===== config.mk =====
export PLATFORM = sky130hd
export DESIGN_NAME = lsu_demux
export DESIGN_NICKNAME = d
export VERILOG_FILES = /design/src/core_region_pkg.sv /design/src/lsu_demux.sv
export VERILOG_INCLUDE_DIRS = /design/src
export SDC_FILE = /design/constraint.sdc
export NUM_CORES = 1
export LEC_CHECK = 0
export BUFFER_PORTS_ARGS = -buffer_cell sky130_fd_sc_hd__buf_2
export CAP_MARGIN = 20
export CORE_AREA = 2 2 96 98
export DETAILED_ROUTE_END_ITERATION = 16
export DIE_AREA = 0 0 98 100
export GPL_TIMING_DRIVEN = 0
export PLACE_DENSITY = 0.51
export SYNTH_ARGS = -nofsm -noshare
export SYNTH_HDL_FRONTEND = slang
export SYNTH_SLANG_ARGS = --single-unit

===== constraint.sdc =====
create_clock -name clk -period 1.65 [get_ports clk]
set_input_delay 0.495 -clock clk [delete_from_list [all_inputs] [get_ports clk]]
set_output_delay 0.495 -clock clk [all_outputs]
set_load 0.01 [all_outputs]

===== src/core_region_defines.svh =====
`ifndef CORE_REGION_DEFINES_SVH
`define CORE_REGION_DEFINES_SVH

// load/store side word
`define CR_WORD_W      32
`define CR_BE_W        4

// data RAM and host side line
`define CR_LINE_W      64
`define CR_LINE_BE_W   8

// data RAM size in bytes and byte address width inside it
`define CR_RAM_BYTES   4096
`define CR_RAM_ADDR_W  12

// page bits that pick local RAM or the external bus
`define CR_PAGE_MSB    31
`define CR_PAGE_LSB    20

// page value of the on-chip data RAM
`define CR_LOCAL_PAGE  12'h001

`endif


===== src/core_region_pkg.sv =====
`include "core_region_defines.svh"

package core_region_pkg;

  // 32-bit load/store request as issued by the core
  typedef struct packed {
    logic [`CR_WORD_W-1:0] addr;
    logic                  we;
    logic [`CR_BE_W-1:0]   be;
    logic [`CR_WORD_W-1:0] wdata;
  } lsu_req_t;

  // full line request, used by the host port and the RAM itself
  // addr is a byte address inside the RAM
  typedef struct packed {
    logic [`CR_RAM_ADDR_W-1:0] addr;
    logic                      we;
    logic [`CR_LINE_BE_W-1:0]  be;
    logic [`CR_LINE_W-1:0]     wdata;
  } line_req_t;

  // where the pending load/store response comes from
  typedef enum logic [0:0] {
    RESP_RAM = 1'b0,
    RESP_EXT = 1'b1
  } resp_src_e;

endpackage


===== src/lsu_demux.sv =====
`timescale 1ns/1ns

`include "core_region_defines.svh"

module lsu_demux import core_region_pkg::*;
(
  input  logic                  clk,
  input  logic                  rst_n,

  // load/store port
  input  logic                  lsu_req_i,
  input  lsu_req_t              lsu_i,
  output logic                  lsu_gnt_o,
  output logic                  lsu_rvalid_o,
  output logic [`CR_WORD_W-1:0] lsu_rdata_o,

  // local RAM branch, payload is taken from lsu_i at the top level
  output logic                  ram_req_o,
  input  logic                  ram_gnt_i,
  input  logic                  ram_rvalid_i,
  input  logic [`CR_WORD_W-1:0] ram_rdata_i,

  // external bus branch
  output logic                  ext_req_o,
  output lsu_req_t              ext_o,
  input  logic                  ext_gnt_i,
  input  logic                  ext_rvalid_i,
  input  logic [`CR_WORD_W-1:0] ext_rdata_i
);

  logic      is_local;
  resp_src_e resp_src_q;
  resp_src_e resp_src_d;

  // decode the page bits
  assign is_local  = (lsu_i.addr[`CR_PAGE_MSB:`CR_PAGE_LSB] == `CR_LOCAL_PAGE);

  assign ram_req_o = lsu_req_i & is_local;
  assign ext_req_o = lsu_req_i & ~is_local;

  // the external bus sees the request unchanged
  assign ext_o     = lsu_i;

  // take the grant of the selected branch and note who will answer
  always_comb
  begin
    lsu_gnt_o  = 1'b0;
    resp_src_d = resp_src_q;
    if (ext_req_o)
    begin
      lsu_gnt_o = ext_gnt_i;
      if (ext_gnt_i)
        resp_src_d = RESP_EXT;
    end
    else if (ram_req_o)
    begin
      lsu_gnt_o = ram_gnt_i;
      if (ram_gnt_i)
        resp_src_d = RESP_RAM;
    end
  end

  always_ff @(posedge clk or negedge rst_n)
  begin
    if (!rst_n)
      resp_src_q <= RESP_RAM;
    else
      resp_src_q <= resp_src_d;
  end

  // merge both response streams back onto the load/store port
  assign lsu_rdata_o  = (resp_src_q == RESP_EXT) ? ext_rdata_i : ram_rdata_i;
  assign lsu_rvalid_o = ram_rvalid_i | ext_rvalid_i;

  // only one branch may answer at a time
  assert property (@(posedge clk) disable iff (!rst_n)
    !(ram_rvalid_i && ext_rvalid_i))
  else $error("lsu_demux: RAM and external responses overlap");

  // an external response must belong to a request the external bus granted
  assert property (@(posedge clk) disable iff (!rst_n)
    ext_rvalid_i |-> (resp_src_q == RESP_EXT))
  else $error("lsu_demux: external response without external grant");

endmodule


==> Word level (Yosys, flattened, before mapping) <==
Index checks and enable logic that the tools add are counted.
{ "totals": {"regBits": 1, "in_bits": 140} }
{ "classes": {"n_eq_ne": 2, "n_mux": 7, "n_bitwise": 4, "reduce_logical": 3} }
{ "ops": {"columns": ["operator", "n"], "rows": [
  ["$mux 32", 1],
  ["$eq 12x1->1 const B", 1],
  ["$mux 1", 6],
  ["$reduce_bool 2->1", 2],
  ["$reduce_and 3->1", 1],
  ["$and 1x1->1", 2],
  ["$ne 2x1->1 const B", 1],
  ["$not 1->1", 1],
  ["$or 1x1->1", 1]
]} }

==> Depth between registers and ports, before layout <==
{ "logic_depth": {"word_depth": 5, "depth_mapped": 4, "depth_no_buf": 3} }

==> Least setup slack after synthesis <==
OpenSTA, ideal clock, no wires.
{ "synth_timing": {"path_kind": "input port to output port", "startpoint": "in lsu_i[63] in the netlist's numbering", "endpoint": "out lsu_gnt_o", "t_arrival_ns": 1.171, "t_required_ns": 1.155, "path_slack_ns": -0.016, "stages": 3, "path_cell_list": "nor4_2 > nand3_1 > mux2i_1"} }
{ "synth_via": {"elab_chain_len": 4, "elab_cells_between_ends": 6, "classes_between": "1 x eq/ne; 2 x mux; 3 x bitwise"} }
{ "synth_rtl": {"columns": ["element", "line", "text"], "rows": [
  ["start: declaration", "lsu_demux.sv:12", "input lsu_req_t lsu_i,"],
  ["$eq 12x1->1 (no source line) *", null, null],
  ["$and 1x1->1 / $not 1->1 (equally long branches)", "lsu_demux.sv:38, lsu_demux.sv:39", null],
  ["$mux 1 / $and 1x1->1 (equally long branches)", "lsu_demux.sv:55, lsu_demux.sv:39", null],
  ["$mux 1 *", "lsu_demux.sv:49", "if (ext_req_o)"],
  ["end: declaration", "lsu_demux.sv:13", "output logic lsu_gnt_o,"]
]} }
Every way passes the cells marked *; elsewhere a longest branch is shown, timed or not.

==> Final worst setup path <==
{ "layout_timing": {"startpoint": "in lsu_i[66] in the netlist's numbering", "endpoint": "out lsu_gnt_o"} }
Same word-level chain as after synthesis.

==> impl_results.md <==
* F_max at 0.531 GHz
* MaxCap Viol Count at 0
* Setup violators final at 10
* Top cells by count, synth: buf_4 (72), mux2_2 (32), nand2_1 (2), nor4_2 (2)
* GP Congestion at 0.679
* Top cell type's share of synthesized area at 0.524
* CP Class: input pin to primary output
* Post-DP HPWL at 3.59 mm
* Via count at 1,480
* Avg Cell Area, Syn at 8.67 um2
* Fin cells at 427
* Failing checks: negative setup slack
* Worst-case vdd ir drop at 0.0971 mV
* Critical path arrival at 1.39 ns
* First-pass GRT wire length at 5.13 mm
* Largest cells by area after synthesis: buf_4 (52%), mux2_2 (35%), dfrtp_1 (2.4%)
* Final Max Slew Viols at 0
* Global Route Usage Sum at 0.0610
* DRT antenna net count at 0
* Detailed Routing Iterations Pass 1 at 3
* Rel. slew slack at 0.824
* Max FFs per register at 1
* Tcrit/Tclk final at 1.14
* CP Launch Type: input pin
* Number of synthesized flops with an enable pin at 0
* RSZ-0062 raised after global routing: yes
* CP Max Fanout at 3
* Share of cells above drive strength 1 at 0.978
* Layout Nets at 458
* R2R Path Start: resp_src_q$_DFFE_PN0P_
* Synthesized cell area at 1030 um2
* Number of I/O port buffers at 187
* Leading area contributor after synthesis: buf_4
* Fillers at 947
* Area Overhead vs Synth at 152%
* Power density over the cells at 221 nW/um2
* Fin Setup TNS at -0.571 ns
* Sequential fraction of the synthesis area at 0.0242
* Largest family of logic cells by synthesized area: buffers and inverters
* Post-Place Cells at 417
* Synth Flop Type: dfrtp_1
* Fin. Hold Viols at 0
* Synth Register Bits at 1
* CP required at 1.15 ns
* Netlist cell types at 15
* Initial antenna violation count at 0
* Clock skew at 0 ns
* ANT cells at 0
* Num rows at 35
* Via density at 3.47
* Final global-route overflow total at 0
* Reg-to-Reg End: resp_src_q$_DFFE_PN0P_
* Post-Synth Adder-Cell Area at 0
* Worst R2R Setup Slack at 0.47 ns
* Slew @ Worst Pin at 0.262 ns
* Largest reg by FF count: resp_src_q
* Pin count of the biggest net entering global routing at 11
* Die area at 9800 um2
* Status: finished with violations
* Xor and xnor area share after synthesis at 0
* Clock latency at the later pin of the worst-skew pair at 0 ns
* Hold_buf cts at 0
* Compound-cell area share of the yosys netlist at 0.0133
* Post-synthesis mux area share at 0.359
* Gate count of the mapped netlist at 119
* Worst setup EP type: primary output
* Core area at 8890 um2
* Leakage at 1.53 nW
* Wirelength, routed at 4.53 mm
* Ys Warns at 0
* Die Width at 98 um
* Post-layout util at 0.292
* I/O pin count at 245
* Die H at 100 um
* Simple-gate share of the synthesized area at 0.0715
* Syn nets at 259
* Initial core utilization at 0.116
* Fraction of registers with async set/reset at 1.00
* Starting DRT DRC Count at 5
* Leading registers by flop count: resp_src_q x1
* DR DRC count at 0
* Min Tclk post-route at 1.88 ns
* R2R depth at 6
* Final worst setup slack at -0.233 ns
* WL per Instance at 10.6 um
* Most frequent cell after synthesis: buf_4
* Clock-pin transition on the worst setup and hold timing paths at 0 ns
* Worst Hold Class: input pin to asynchronous set/reset pin
* Vias in the first global route at 1,175
==> layout by cell type, fill, tap and decap left out <==
cell | Yosys | layout
and4_1 | 1 | 1
and2_1 | 1 | 1
buf_4 | 72 | 75
a21oi_1 | 1 | 1
a2bb2oi_1 | 1 | 1
nor4_4 | 0 | 2
inv_1 | 1 | 1
clkbuf_16 | 0 | 4
mux2_4 | 0 | 15
dfrtp_2 | 0 | 1
nand2_1 | 2 | 2
mux2i_2 | 0 | 1
nor4b_4 | 0 | 1
or2_2 | 1 | 1
mux2_2 | 32 | 17
buf_6 | 0 | 31
buf_12 | 0 | 1
nand3_2 | 0 | 1
buf_8 | 0 | 5
buf_2 | 1 | 154
==> worst max-delay path by stage <==
stage,start,to,depth (start not counted)
detailed placement,lsu_i[63],lsu_gnt_o,5
global placement,lsu_i[63],lsu_gnt_o,5
floorplan,lsu_i[58],lsu_gnt_o,3
CTS,lsu_i[68],lsu_gnt_o,5
finish,lsu_i[66],lsu_gnt_o,5
global route,lsu_i[66],lsu_gnt_o,5
==> routing by layer <==
metal	global-route usage	routed length, um	vias to the layer above	share of wire
met5	0	0	-	0
met4	0	0	0	0
met3	0.00627	546	0	0.12
met2	0.134	2560	129	0.56
met1	0.0648	1430	626	0.32
li1	-	-	725	-
==> worst max-delay path, stage by stage <==
cell,delay [ns]
buf_8,0.10
nor4_4,0.31
nand3_2,0.14
mux2i_2,0.18
buf_2,0.15
==> layout make-up <==
class,instances,area (um2),share of cell area
Multi-Input combinational cell,44,549,0.212
Inverter,1,3.75,0.00145
Sequential cell,1,26.3,0.0101
Timing Repair Buffer,197,1290,0.499
Tap cell,111,139,0.0535
Buffer,73,583,0.225
==> cell families after synthesis <==
| family | after synthesis |
|---|---|
| muxes | 33 |
| buffers and inverters | 74 |
| AOI/OAI and AO/OA | 2 |
| and+or+nand+nor | 9 |
| DFF | 1 |
==> metrics by stage <==
| stage | setup WS [ns] | hold slack [ns] | power (mW) | cell area (um2) |
|---|---|---|---|---|
| 6_report | -0.233 | 0.271 | 0.573 | 2600 |
| 2_1_floorplan | 0.00315 | 0.199 | 0.273 | 1060 |
| 3_3_place_gp | -0.296 | 0.272 | 0.497 | 2140 |
| 4_1_cts | -0.248 | 0.272 | 0.508 | 2190 |
| 3_5_place_dp | -0.302 | 0.272 | 0.500 | 2140 |
| 5_1_grt | -0.285 | 0.272 | 0.612 | 2600 |
==> timing repair <==
action                     in CTS  in global routing
setup endpoints to repair      33                 32
pin swaps                       3                  3
gates cloned                    0                  4
setup buffers                   1                  5
resized for setup              13                 54
==> where the power goes <==
part | internal, mW | total (mW) | switching (mW)
Combinational | 0.354 | 0.548 | 0.194
Clock | 0 | 0 | 0
Sequential | 0.0250 | 0.0250 | 0.0000165
Note: power is estimated with default switching activity, not from simulation.
