===== src/core_region_defines.svh =====
`ifndef CORE_REGION_DEFINES_SVH
`define CORE_REGION_DEFINES_SVH

// load/store side word
`define CR_WORD_W      32
`define CR_BE_W        4

// data RAM and host side line
`define CR_LINE_W      64
`define CR_LINE_BE_W   8

// data RAM size in bytes and byte address width inside it
`define CR_RAM_BYTES   4096
`define CR_RAM_ADDR_W  12

// page bits that pick local RAM or the external bus
`define CR_PAGE_MSB    31
`define CR_PAGE_LSB    20

// page value of the on-chip data RAM
`define CR_LOCAL_PAGE  12'h001

`endif


===== src/core_region_pkg.sv =====
`include "core_region_defines.svh"

package core_region_pkg;

  // 32-bit load/store request as issued by the core
  typedef struct packed {
    logic [`CR_WORD_W-1:0] addr;
    logic                  we;
    logic [`CR_BE_W-1:0]   be;
    logic [`CR_WORD_W-1:0] wdata;
  } lsu_req_t;

  // full line request, used by the host port and the RAM itself
  // addr is a byte address inside the RAM
  typedef struct packed {
    logic [`CR_RAM_ADDR_W-1:0] addr;
    logic                      we;
    logic [`CR_LINE_BE_W-1:0]  be;
    logic [`CR_LINE_W-1:0]     wdata;
  } line_req_t;

  // where the pending load/store response comes from
  typedef enum logic [0:0] {
    RESP_RAM = 1'b0,
    RESP_EXT = 1'b1
  } resp_src_e;

endpackage


===== src/data_ram_arbiter.sv =====
`timescale 1ns/1ns

`include "core_region_defines.svh"

module data_ram_arbiter import core_region_pkg::*;
(
  input  logic                  clk,
  input  logic                  rst_n,

  // host port with full lines and no stall
  input  logic                  host_req_i,
  input  line_req_t             host_i,
  output logic [`CR_LINE_W-1:0] host_rdata_o,

  // load/store port with 32-bit words
  input  logic                  lsu_req_i,
  input  lsu_req_t              lsu_i,
  output logic                  lsu_gnt_o,
  output logic                  lsu_rvalid_o,
  output logic [`CR_WORD_W-1:0] lsu_rdata_o,

  // single RAM port
  output logic                  ram_en_o,
  output line_req_t             ram_o,
  input  logic [`CR_LINE_W-1:0] ram_rdata_i
);

  logic      lsu_lane;
  line_req_t lsu_line;
  logic      lsu_lane_q;
  logic      lsu_rvalid_q;

  // address bit 2 picks the upper or lower word of a line
  assign lsu_lane = lsu_i.addr[2];

  // widen the load/store word to a line request
  always_comb
  begin
    lsu_line.addr  = {lsu_i.addr[`CR_RAM_ADDR_W-1:3], 3'b000};
    lsu_line.we    = lsu_i.we;
    lsu_line.wdata = {2{lsu_i.wdata}};
    if (lsu_lane)
      lsu_line.be = {lsu_i.be, {`CR_BE_W{1'b0}}};
    else
      lsu_line.be = {{`CR_BE_W{1'b0}}, lsu_i.be};
  end

  // host wins and load/store waits while the host requests
  assign lsu_gnt_o = lsu_req_i & ~host_req_i;
  assign ram_en_o  = host_req_i | lsu_req_i;

  always_comb
  begin
    if (host_req_i)
      ram_o = host_i;
    else
      ram_o = lsu_line;
  end

  // remember the granted lane so the returned line can be cut back
  always_ff @(posedge clk or negedge rst_n)
  begin
    if (!rst_n)
    begin
      lsu_rvalid_q <= 1'b0;
      lsu_lane_q   <= 1'b0;
    end
    else
    begin
      lsu_rvalid_q <= lsu_gnt_o;
      if (lsu_gnt_o)
        lsu_lane_q <= lsu_lane;
    end
  end

  assign lsu_rvalid_o = lsu_rvalid_q;

  always_comb
  begin
    if (lsu_lane_q)
      lsu_rdata_o = ram_rdata_i[`CR_LINE_W-1:`CR_WORD_W];
    else
      lsu_rdata_o = ram_rdata_i[`CR_WORD_W-1:0];
  end

  // the host sees the whole registered line
  assign host_rdata_o = ram_rdata_i;

  // the host keeps the RAM to itself
  assert property (@(posedge clk) disable iff (!rst_n)
    host_req_i |-> !lsu_gnt_o)
  else $error("data_ram_arbiter: load/store granted during host access");

endmodule


===== config.mk =====
export PLATFORM = sky130hd
export DESIGN_NAME = data_ram_arbiter
export DESIGN_NICKNAME = d
export VERILOG_FILES = /design/src/core_region_pkg.sv /design/src/data_ram_arbiter.sv
export VERILOG_INCLUDE_DIRS = /design/src
export SDC_FILE = /design/constraint.sdc
export NUM_CORES = 1
export LEC_CHECK = 0
export ABC_AREA = 1
export BUFFER_PORTS_ARGS = -buffer_cell sky130_fd_sc_hd__buf_2
export CORE_AREA = 2 2 158 160
export CTS_CLUSTER_DIAMETER = 100
export DETAILED_ROUTE_END_ITERATION = 12
export DIE_AREA = 0 0 160 162
export MAX_ROUTING_LAYER = met4
export SYNTH_ARGS = -nofsm -noshare
export SYNTH_HDL_FRONTEND = slang
export SYNTH_SLANG_ARGS = --single-unit

===== constraint.sdc =====
create_clock -name clk -period 1.05 [get_ports clk]
set_input_delay 0.105 -clock clk [delete_from_list [all_inputs] [get_ports clk]]
set_output_delay 0.105 -clock clk [all_outputs]
set_load 0.02 [all_outputs]

======== After elaboration in Yosys (flattened, before gate mapping) ========
Cells that the tools add are included.
Widths: inputs -> output; s select.
word-level totals
  register bits after elaboration ......... 2
  bits of input ports ..................... 222
  logic and storage cells ................. 8
operators by class
  mux-type cells .......................... 3
  bitwise operators ....................... 3
operator list
  kind         number
  $mux 85      1
  $mux 32      1
  $mux 8       1
  $and 1x1->1  1
  $not 1->1    1
  $or 1x1->1   1

======== Longest topological paths before layout ========
Gate-level depths: netlist of run 1.
  depth in word-level cells ............... 2
  depth in mapped cells ................... 6
  mapped depth without buffers ............ 4

======== Least setup slack after synthesis of run 1 ========
OpenSTA, ideal clock, no wires.
  path kind ............................... register to output
  from .................................... register lsu_lane_q
  to ...................................... output port lsu_rdata_o[22]
  arrival time ............................ 1.156 ns
  setup slack ............................. -0.211 ns
  cell stages (with the launch flop) ...... 4
  path through ............................ dfrtp_1 > buf_2 > buf_2 > o21ai_0
on the way
  cells in the longest elaborated chain, start to end .. 1
RTL lines
  what                    RTL line                RTL
  start, declared         data_ram_arbiter.sv:30  logic lsu_lane_q;
  start signal, assigned  data_ram_arbiter.sv:72  lsu_lane_q <= lsu_lane;
  $mux 32                 data_ram_arbiter.sv:80  if (lsu_lane_q)
  end, declared           data_ram_arbiter.sv:20  output logic [`CR_WORD_W-1:0] lsu_rdata_o,
No other way between the ends.

======== Worst setup path in the final report of run 1 ========
  from .................................... register lsu_lane_q
  to ...................................... output port lsu_rdata_o[15]
Same word-level chain as after synthesis.

==> flow_summary.json, run 1 <==
{
  "cts_tree": "done",
  "synth-edff-count": 0,
  "synth_area_leaders": "nand2_1 48%, buf_4 26%, o21ai_0 8.3%, inv_1 7.2%, buf_2 3.4%",
  "die_area_mm2": 0.0259,
  "synth_seq_cells": 2,
  "wl_um": 14500,
  "routed_via_density": 3.35,
  "port_buffers": 383,
  "coreArea_mm2": 0.0241,
  "synth_top_area_cell": "nand2_1",
  "rows": 57,
  "grt_pass1_wl_um": 20100,
  "rrSetupSlack_ns": 0.38,
  "wl_per_cell_um": 13.7,
  "cp_slowest_cell": "dfrtp_2",
  "first_pass_iters": 4,
  "netlist_instances": 413,
  "fmax_mhz": 782,
  "slew_viol_final": 0,
  "end_kind": "output pin",
  "r2r_cells": 2,
  "crit_start": "lsu_lane_q",
  "pre_cts_slack_ns": -0.0587,
  "gp_congestion": 0.847,
  "cpPeakStageDelay_ns": 0.43,
  "finClkSkew_ns": 0,
  "gr-usage-met1_pct": 11.7,
  "clk_pin_slew_worst_paths_ns": 0.03,
  "setup_tns_ns": -6.04,
  "worstMarginPinSlew_ns": 0.175,
  "boundaryPins": 406,
  "leakagePower_nw": 2.79,
  "grt-ovfl-total": 0,
  "vdd_ir_drop_max_uv": 879,
  "clk_latency_ns": 0.22,
  "post-layout-total-power_mw": 3.36,
  "setup_viol": 32,
  "syn-num-nets": 635,
  "drive_gt1_share_pct": 57.1,
  "syn_area_mm2": 0.00194,
  "cts-root-buf": "clkbuf_16",
  "synth_most_common_cell": "nand2_1",
  "slew-limit-headroom_pct": 88.3,
  "ys_top_cells_by_count": "247 x nand2_1, 68 x buf_4, 37 x inv_1, 32 x o21ai_0, 13 x buf_2",
  "synthDistinctLibCells": 13,
  "htree_levels": 1,
  "initial_core_util_pct": 8.04,
  "r2r-end": "lsu_lane_q",
  "synth_warnings": 0,
  "yosys.area.top_type_share_pct": 47.8,
  "period_share_pct": 122,
  "finalHoldViolCount": 0,
  "cap_violations": 0,
  "rsz0062_at_grt": "yes",
  "areaGrowthSynthToFinish_pct": 118,
  "synth_seq_area_share_pct": 2.58,
  "status": "finished, violations left",
  "violations": "negative setup slack",
  "vias": 3556,
  "placedCellCount": 1048,
  "hpwl_um": 12800,
  "drt_iter0_drc": 122,
  "postRouteAntennaNets": 0,
  "path_cells": "buf_12, o21ai_1, buf_4",
  "min_period_ns": 1.28,
  "final_nets": 957,
  "grt_max_degree": 39,
  "arrival_ns": 1.17,
  "cts_buffers": 3,
  "die_height_um": 162,
  "track_usage_pct": 10.6,
  "ys.flop_type": "dfrtp_1",
  "multi_input_area_mm2": 0.00117,
  "drc": 0,
  "stdcell_area_mm2": 0.00422,
  "startpoint_type": "flop",
  "fillCellCount": 2817,
  "grt_pass1_vias": 3479,
  "dpl-instance-area_mm2": 0.00384,
  "grt_util_met3_pct": 2.12,
  "setup_ws_ns": -0.228,
  "grtUsageMet2_pct": 20.5,
  "reg2reg_from": "lsu_lane_q",
  "register_area_um2": 51.3,
  "cts.sink_count": 2,
  "die_x_um": 160,
  "clock_path_buffers": 2,
  "crit_path_max_fanout": 38,
  "power_per_cell_area_mw_per_mm2": 795,
  "cp-endpoint": "lsu_rdata_o[15]",
  "layout.cells.non_filler": 1060,
  "crit_type": "flop to output pin",
  "hp-class": "primary input to flop",
  "cp.required_ns": 0.94,
  "syn_area_per_cell_um2": 4.69,
  "ys_async_sr_fraction_pct": 100,
  "antenna_found_initial": 3,
  "busiest_layer": "met2"
}
-- cell families after synthesis --
family / after synthesis / synth area share [%]
buffers and inverters: 124 / 39.3
flip-flops: 2 / 2.58
AND/OR/NAND/NOR: 255 / 49.9
AO/OA/AOI/OAI: 32 / 8.26
-- cell usage in the layout (no fill, tap or decap), types with 2 or more instances in the layout --
| master | Yosys | layout |
|---|---|---|
| diode_2 | 0 | 2 |
| nand2_1 | 247 | 246 |
| clkbuf_16 | 0 | 4 |
| buf_6 | 3 | 8 |
| o21ai_1 | 0 | 23 |
| inv_1 | 37 | 37 |
| nand3_1 | 6 | 6 |
| buf_2 | 13 | 340 |
| buf_4 | 68 | 43 |
| o21ai_2 | 0 | 8 |
| buf_12 | 0 | 7 |
-- sequential cells by signal, summed over array words and instances, names as in the netlist --
| register | cells |
|---|---|
| lsu_lane_q | 1 |
| lsu_rvalid_o | 1 |
-- per-stage QoR --
stage | util (%) | hold slack, ns
floorplan | - | -0.191
finish | 17.5 | 0.181
global placement | 15.9 | -0.103
global route | 17.5 | 0.227
CTS | 17.1 | 0.195
detailed placement | 15.9 | -0.102
-- power by group --
part	switching, mW	internal, mW	total (mW)
Combinational	1.59	1.09	2.68
Sequential	0.00918	0.0854	0.0946
Clock	0.0856	0.499	0.585
-- worst min-delay path by stage --
stage | from | to | slack, ns | cells after the start
after detailed placement | rst_n | lsu_rvalid_o | -0.10 | 1
after CTS | lsu_req_i | lsu_lane_q | 0.19 | 3
after global routing | lsu_req_i | lsu_lane_q | 0.23 | 3
final | lsu_req_i | lsu_lane_q | 0.18 | 3
after global placement | rst_n | lsu_rvalid_o | -0.10 | 1
after floorplan | rst_n | lsu_lane_q | -0.19 | 0
-- per-layer routing --
metal  share of wire (%)  vias up
met5                   0        -
met4                0.87        0
met1                  39     1494
met2                  52      249
li1                    -     1807
met3                 8.0        6
-- final cells by class --
class | count | share of cell area [%]
Clock buffer | 4 | 1.87
Tap cell | 324 | 9.60
Sequential cell | 2 | 1.22
Timing Repair Buffer | 403 | 55.8
Multi-Input combinational cell | 287 | 27.8
Inverter | 38 | 3.56
Antenna cell | 2 | 0.119
-- timing repair --
action                                  CTS  global route
cloned                                    2             1
endpoints found under the setup margin   42            72
buffers inserted                          0             2
hold buffers                              1             0
endpoints found under the hold margin     2             0
gates resized for setup                  63            16
-- critical path: cells and delay by family (launching register included) --
| family | cells | cell delay (ns) |
|---|---|---|
| buffers and inverters | 2 | 0.35 |
| AO/OA/AOI/OAI | 1 | 0.17 |
| flip-flops | 1 | 0.43 |
Note: power is estimated with default switching activity, not from simulation.
==> run 2, diff against run 1 <==
CORE_AREA = 2 2 157 159   (was 2 2 158 160)
DIE_AREA = 0 0 159 161   (was 0 0 160 162)
clock period = 1.5 ns   (was 1.05 ns; I/O delays follow)
==> flow_summary.json, run 2 (synthesis results as in run 1) <==
{
  "status": "completed",
  "htree_levels": 1,
  "layout_commonest_cell": "buf_2",
  "finalHoldViolCount": 0,
  "crit_type": "flop to output pin",
  "power_per_cell_area_mw_per_mm2": 542,
  "drive_gt1_share_pct": 54.9,
  "coreArea_mm2": 0.0240,
  "p_switching_mw": 1.09,
  "clock_path_buffers": 2,
  "drc": 0,
  "seq_power_share_pct": 3.0,
  "clk_latency_ns": 0.22,
  "grt_pass1_vias": 3221,
  "grt_pass1_wl_um": 16800,
  "die_x_um": 159,
  "fmax_mhz": 706,
  "period_share_pct": 94.4,
  "cts-root-buf": "clkbuf_16",
  "die_area_mm2": 0.0256,
  "worstMarginPinSlew_ns": 0.220,
  "cts_resized": 0,
  "pwr-share-clk_pct": 19.7,
  "rsz0062_at_grt": "no",
  "areaGrowthSynthToFinish_pct": 98.9,
  "cts_buffers": 3,
  "boundaryPins": 406,
  "slew-limit-headroom_pct": 85.2,
  "first_pass_iters": 4,
  "track_usage_pct": 8.54,
  "dpl-instance-area_mm2": 0.00375,
  "slew_viol_final": 0,
  "drt_iter0_drc": 64,
  "finClkSkew_ns": 0,
  "internal_power_mw": 1.00,
  "clk_pin_slew_worst_paths_ns": 0.03,
  "arrival_ns": 1.27,
  "die_height_um": 161,
  "cts_tree": "done",
  "routed_via_density": 3.27,
  "stdcell_area_mm2": 0.00385,
  "gp_congestion": 0.797,
  "hp-class": "primary input to flop",
  "port_buffers": 383,
  "cp.required_ns": 1.35,
  "wl_per_cell_um": 10.9,
  "rrSetupSlack_ns": 0.65,
  "vias": 3442,
  "final_cell_mix": "383 x buf_2, 247 x nand2_1, 37 x inv_1, 32 x o21ai_0, 6 x nand3_1",
  "switching_share_pct": 52.1,
  "grt-ovfl-total": 0,
  "crit_path_max_fanout": 15,
  "vdd_ir_drop_max_uv": 296,
  "leakagePower_nw": 2.64,
  "startpoint_type": "flop",
  "cap_violations": 0,
  "cts.sink_count": 2,
  "setup_tns_ns": 0,
  "initial_core_util_pct": 8.09,
  "postRouteAntennaNets": 0,
  "setup_viol": 0,
  "final_nets": 946,
  "end_kind": "output pin",
  "grt_max_degree": 51,
  "p_comb_share_pct": 77.2,
  "antenna_found_initial": 5,
  "rows": 57,
  "hpwl_um": 10500,
  "min_period_ns": 1.42,
  "wl_um": 11500
}
==> run 2: changes by cell type in the layout (fill, tap and decap cells not counted), moves of 3 or more <==
cell     change
diode_2      +3
o21ai_2      -8
o21ai_0     +32
o21ai_1     -23
buf_2       +43
buf_6        -8
buf_4       -39
buf_12       -3
==> run 2: path summary, 6_finish.rpt <==
path | end | from | depth (start not counted)
max | lsu_rdata_o[7] | lsu_lane_q | 3
min | lsu_lane_q | lsu_req_i | 3
max reg2reg | lsu_lane_q | lsu_lane_q | 3
min reg2reg | lsu_lane_q | lsu_lane_q | 3
max in group asynchronous | lsu_lane_q | rst_n | 2
min in group asynchronous | lsu_lane_q | rst_n | 2
==> run 2: stage by stage <==
stage	std cells	setup slack (ns)	utilization (%)	power [mW]	hold WS, ns
5_1_grt	1052	0.0219	16.1	2.27	0.261
4_1_cts	1047	0.0852	16.0	2.12	0.246
3_5_place_dp	1042	0.227	15.7	1.70	-0.0571
6_report	1052	0.0839	16.1	2.09	0.228
3_3_place_gp	1042	0.251	15.7	1.69	-0.0595
2_1_floorplan	413	0.194	-	1.07	-0.146
==> run 2: cell type report <==
type                            instances  area, µm²
Multi-Input combinational cell        287       1130
Antenna cell                            5       12.5
Clock buffer                            4       78.8
Inverter                               38        143
Sequential cell                         2       51.3
Tap cell                              324        405
Timing Repair Buffer                  392       2040
Fill cell                            2811      20100
==> run 2: routing by layer <==
layer  GRT usage [%]  wire length [µm]  vias up
li1                -                 -     1790
met1            9.44              4440     1400
met2            15.9              5780      246
met3            2.13              1160        6
met4           0.950                83        0
met5               -                 0        -
==> run 2: critical path, cell delays in order, from the launching register on <==
cell     delay, ns
dfrtp_2       0.41
buf_4         0.19
o21ai_0       0.23
buf_2         0.21
==> run 2: power groups by stage <==
stage	registers, mW	clock network (mW)	logic, mW
floorplan	0.0629	0	1.00
global placement	0.0646	0	1.62
detailed placement	0.0644	0	1.63
CTS	0.0638	0.420	1.64
global route	0.0642	0.438	1.76
finish	0.0636	0.412	1.61
==> run 2: timing repair <==
| item | in CTS | in global routing |
|---|---|---|
| setup buffers | 0 | 0 |
| hold buffers | 1 | 0 |
| hold endpoints to repair | 2 | 0 |
==> run 3, diff against run 2 <==
HOLD_SLACK_MARGIN = 0.02   (was not set)
REMOVE_ABC_BUFFERS = 1   (was not set)
==> flow_summary.json, run 3 (synthesis results as in run 1) <==
{
  "power_per_cell_area_mw_per_mm2": 552,
  "pwr-share-clk_pct": 20.1,
  "fmax_mhz": 696,
  "p_comb_share_pct": 76.9,
  "path_cells": "buf_12, o21ai_0, buf_2",
  "vdd_ir_drop_max_uv": 357,
  "hold_path_startpoint": "lsu_req_i",
  "slew-limit-headroom_pct": 78.1,
  "cts_buffers": 3,
  "rsz0062_at_grt": "no",
  "p_switching_mw": 1.11,
  "cts_resized": 0,
  "reg2reg_from": "lsu_lane_q",
  "r2r-end": "lsu_lane_q",
  "final_cell_mix": "383 x buf_2, 247 x nand2_1, 37 x inv_1, 32 x o21ai_0, 6 x nand3_1",
  "cp.required_ns": 1.35,
  "grt_max_degree": 84,
  "critPathBufInv": 2,
  "first_pass_iters": 4,
  "port_buffers": 383,
  "drc": 0,
  "grtUsageMet2_pct": 18.8,
  "r2r_cells": 3,
  "crit_type": "flop to output pin",
  "end_kind": "output pin",
  "cts_tree": "done",
  "cap_violations": 0,
  "min_period_ns": 1.44,
  "setup_viol": 0,
  "coreArea_mm2": 0.0240,
  "areaGrowthSynthToFinish_pct": 96.7,
  "hp-class": "primary input to flop",
  "rrSetupSlack_ns": 0.66,
  "wl_um": 13600,
  "htree_levels": 1,
  "wl_per_cell_um": 13.0,
  "die_x_um": 159,
  "track_usage_pct": 10.1,
  "seq_power_share_pct": 3.0,
  "period_share_pct": 95.8,
  "hpwl_um": 12400,
  "drt_iter0_drc": 113,
  "grt_pass1_vias": 3456,
  "grt_util_met3_pct": 1.90,
  "finClkSkew_ns": 0,
  "clk_latency_ns": 0.22,
  "crit_path_max_fanout": 52,
  "status": "completed",
  "final_core_utilization_pct": 15.9,
  "die_area_mm2": 0.0256,
  "internal_power_mw": 0.994,
  "leakagePower_nw": 2.62,
  "postRouteAntennaNets": 0,
  "cts-root-buf": "clkbuf_16",
  "cp_slowest_cell": "dfrtp_2",
  "switching_share_pct": 52.8,
  "antenna_found_initial": 1,
  "grt-ovfl-total": 0,
  "routed_via_density": 3.41,
  "layout_commonest_cell": "buf_2",
  "gr-usage-met1_pct": 11.2,
  "final_nets": 943,
  "vias": 3567,
  "busiest_layer": "met2",
  "grt_pass1_wl_um": 19300,
  "worstMarginPinSlew_ns": 0.329,
  "die_height_um": 161,
  "fillCellCount": 2832,
  "initial_core_util_pct": 8.09,
  "rows": 57,
  "clk_pin_slew_worst_paths_ns": 0.03,
  "min_to": "lsu_lane_q",
  "holdWs_ns": 0.235,
  "arrival_ns": 1.29,
  "slew_viol_final": 0,
  "hold_path_depth": 3,
  "gp_congestion": 0.877,
  "drive_gt1_share_pct": 54.7,
  "boundaryPins": 406,
  "finalHoldViolCount": 0,
  "cts.sink_count": 2,
  "crit_start": "lsu_lane_q",
  "startpoint_type": "flop",
  "crit_family": "flip-flops",
  "clock_path_buffers": 2,
  "cpPeakStageDelay_ns": 0.41
}
==> run 3: cell count changes in the layout (fill, tap and decap cells not counted), sizes merged <==
cell,previous run,this run
buf,391,388
diode,5,2
==> run 3: repair_timing <==
action | in CTS | in global routing
hold buffers | 1 | 0
endpoints found under the hold margin | 2 | 0
buffers inserted | 0 | 0
==> run 3: power by group through the flow <==
stage | clock network, mW | registers (mW) | logic (mW)
after floorplan | 0 | 0.0973 | 0.657
after global routing | 0.436 | 0.0638 | 1.75
final | 0.422 | 0.0637 | 1.62
after global placement | 0 | 0.0641 | 1.62
after detailed placement | 0 | 0.0643 | 1.63
after CTS | 0.433 | 0.0637 | 1.63
==> run 3: worst max-delay path by stage <==
stage,slack (ns),end,depth (start not counted)
4_1_cts,0.07,lsu_rdata_o[7],3
2_1_floorplan,-0.26,lsu_rdata_o[0],1
6_report,0.06,lsu_rdata_o[7],3
3_3_place_gp,0.32,lsu_rdata_o[7],3
5_1_grt,0.03,lsu_rdata_o[7],3
3_5_place_dp,0.31,lsu_rdata_o[7],3
==> run 3: final cells by class <==
type                    instances  area (µm²)  share of cell area, %
inverters                      38         143                   3.74
flip-flops and latches          2        51.3                   1.35
well taps                     324         405                   10.6
multi-input cells             287        1130                   29.6
clock buffers                   4        78.8                   2.07
repair buffers                389        2000                   52.5
diodes                          2        5.00                  0.131
==> run 3: routing by layer <==
metal / routed length (µm) / share of wire (%)
met2: 6760 / 50
met3: 1120 / 8.2
met1: 5450 / 40
met4: 255 / 1.9
met5: 0 / 0
==> run 3: stage by stage <==
stage                     TNS [ns]  power, mW  cells  worst slack, ns  area, µm²
final                            0       2.10   1046           0.0632       3810
after global routing             0       2.25   1045           0.0316       3810
after CTS                        0       2.13   1044           0.0710       3810
after detailed placement         0       1.69   1039            0.307       3720
after global placement           0       1.68   1039            0.316       3720
after floorplan              -8.45      0.754    327           -0.264       1320
==> run 3: worst register-to-register path, delay by kind of cell, from the launching register on <==
kind / cells / cell delay (ns)
buffers and inverters: 1 / 0.17
DFF: 1 / 0.41
and+or+nand+nor: 2 / 0.13
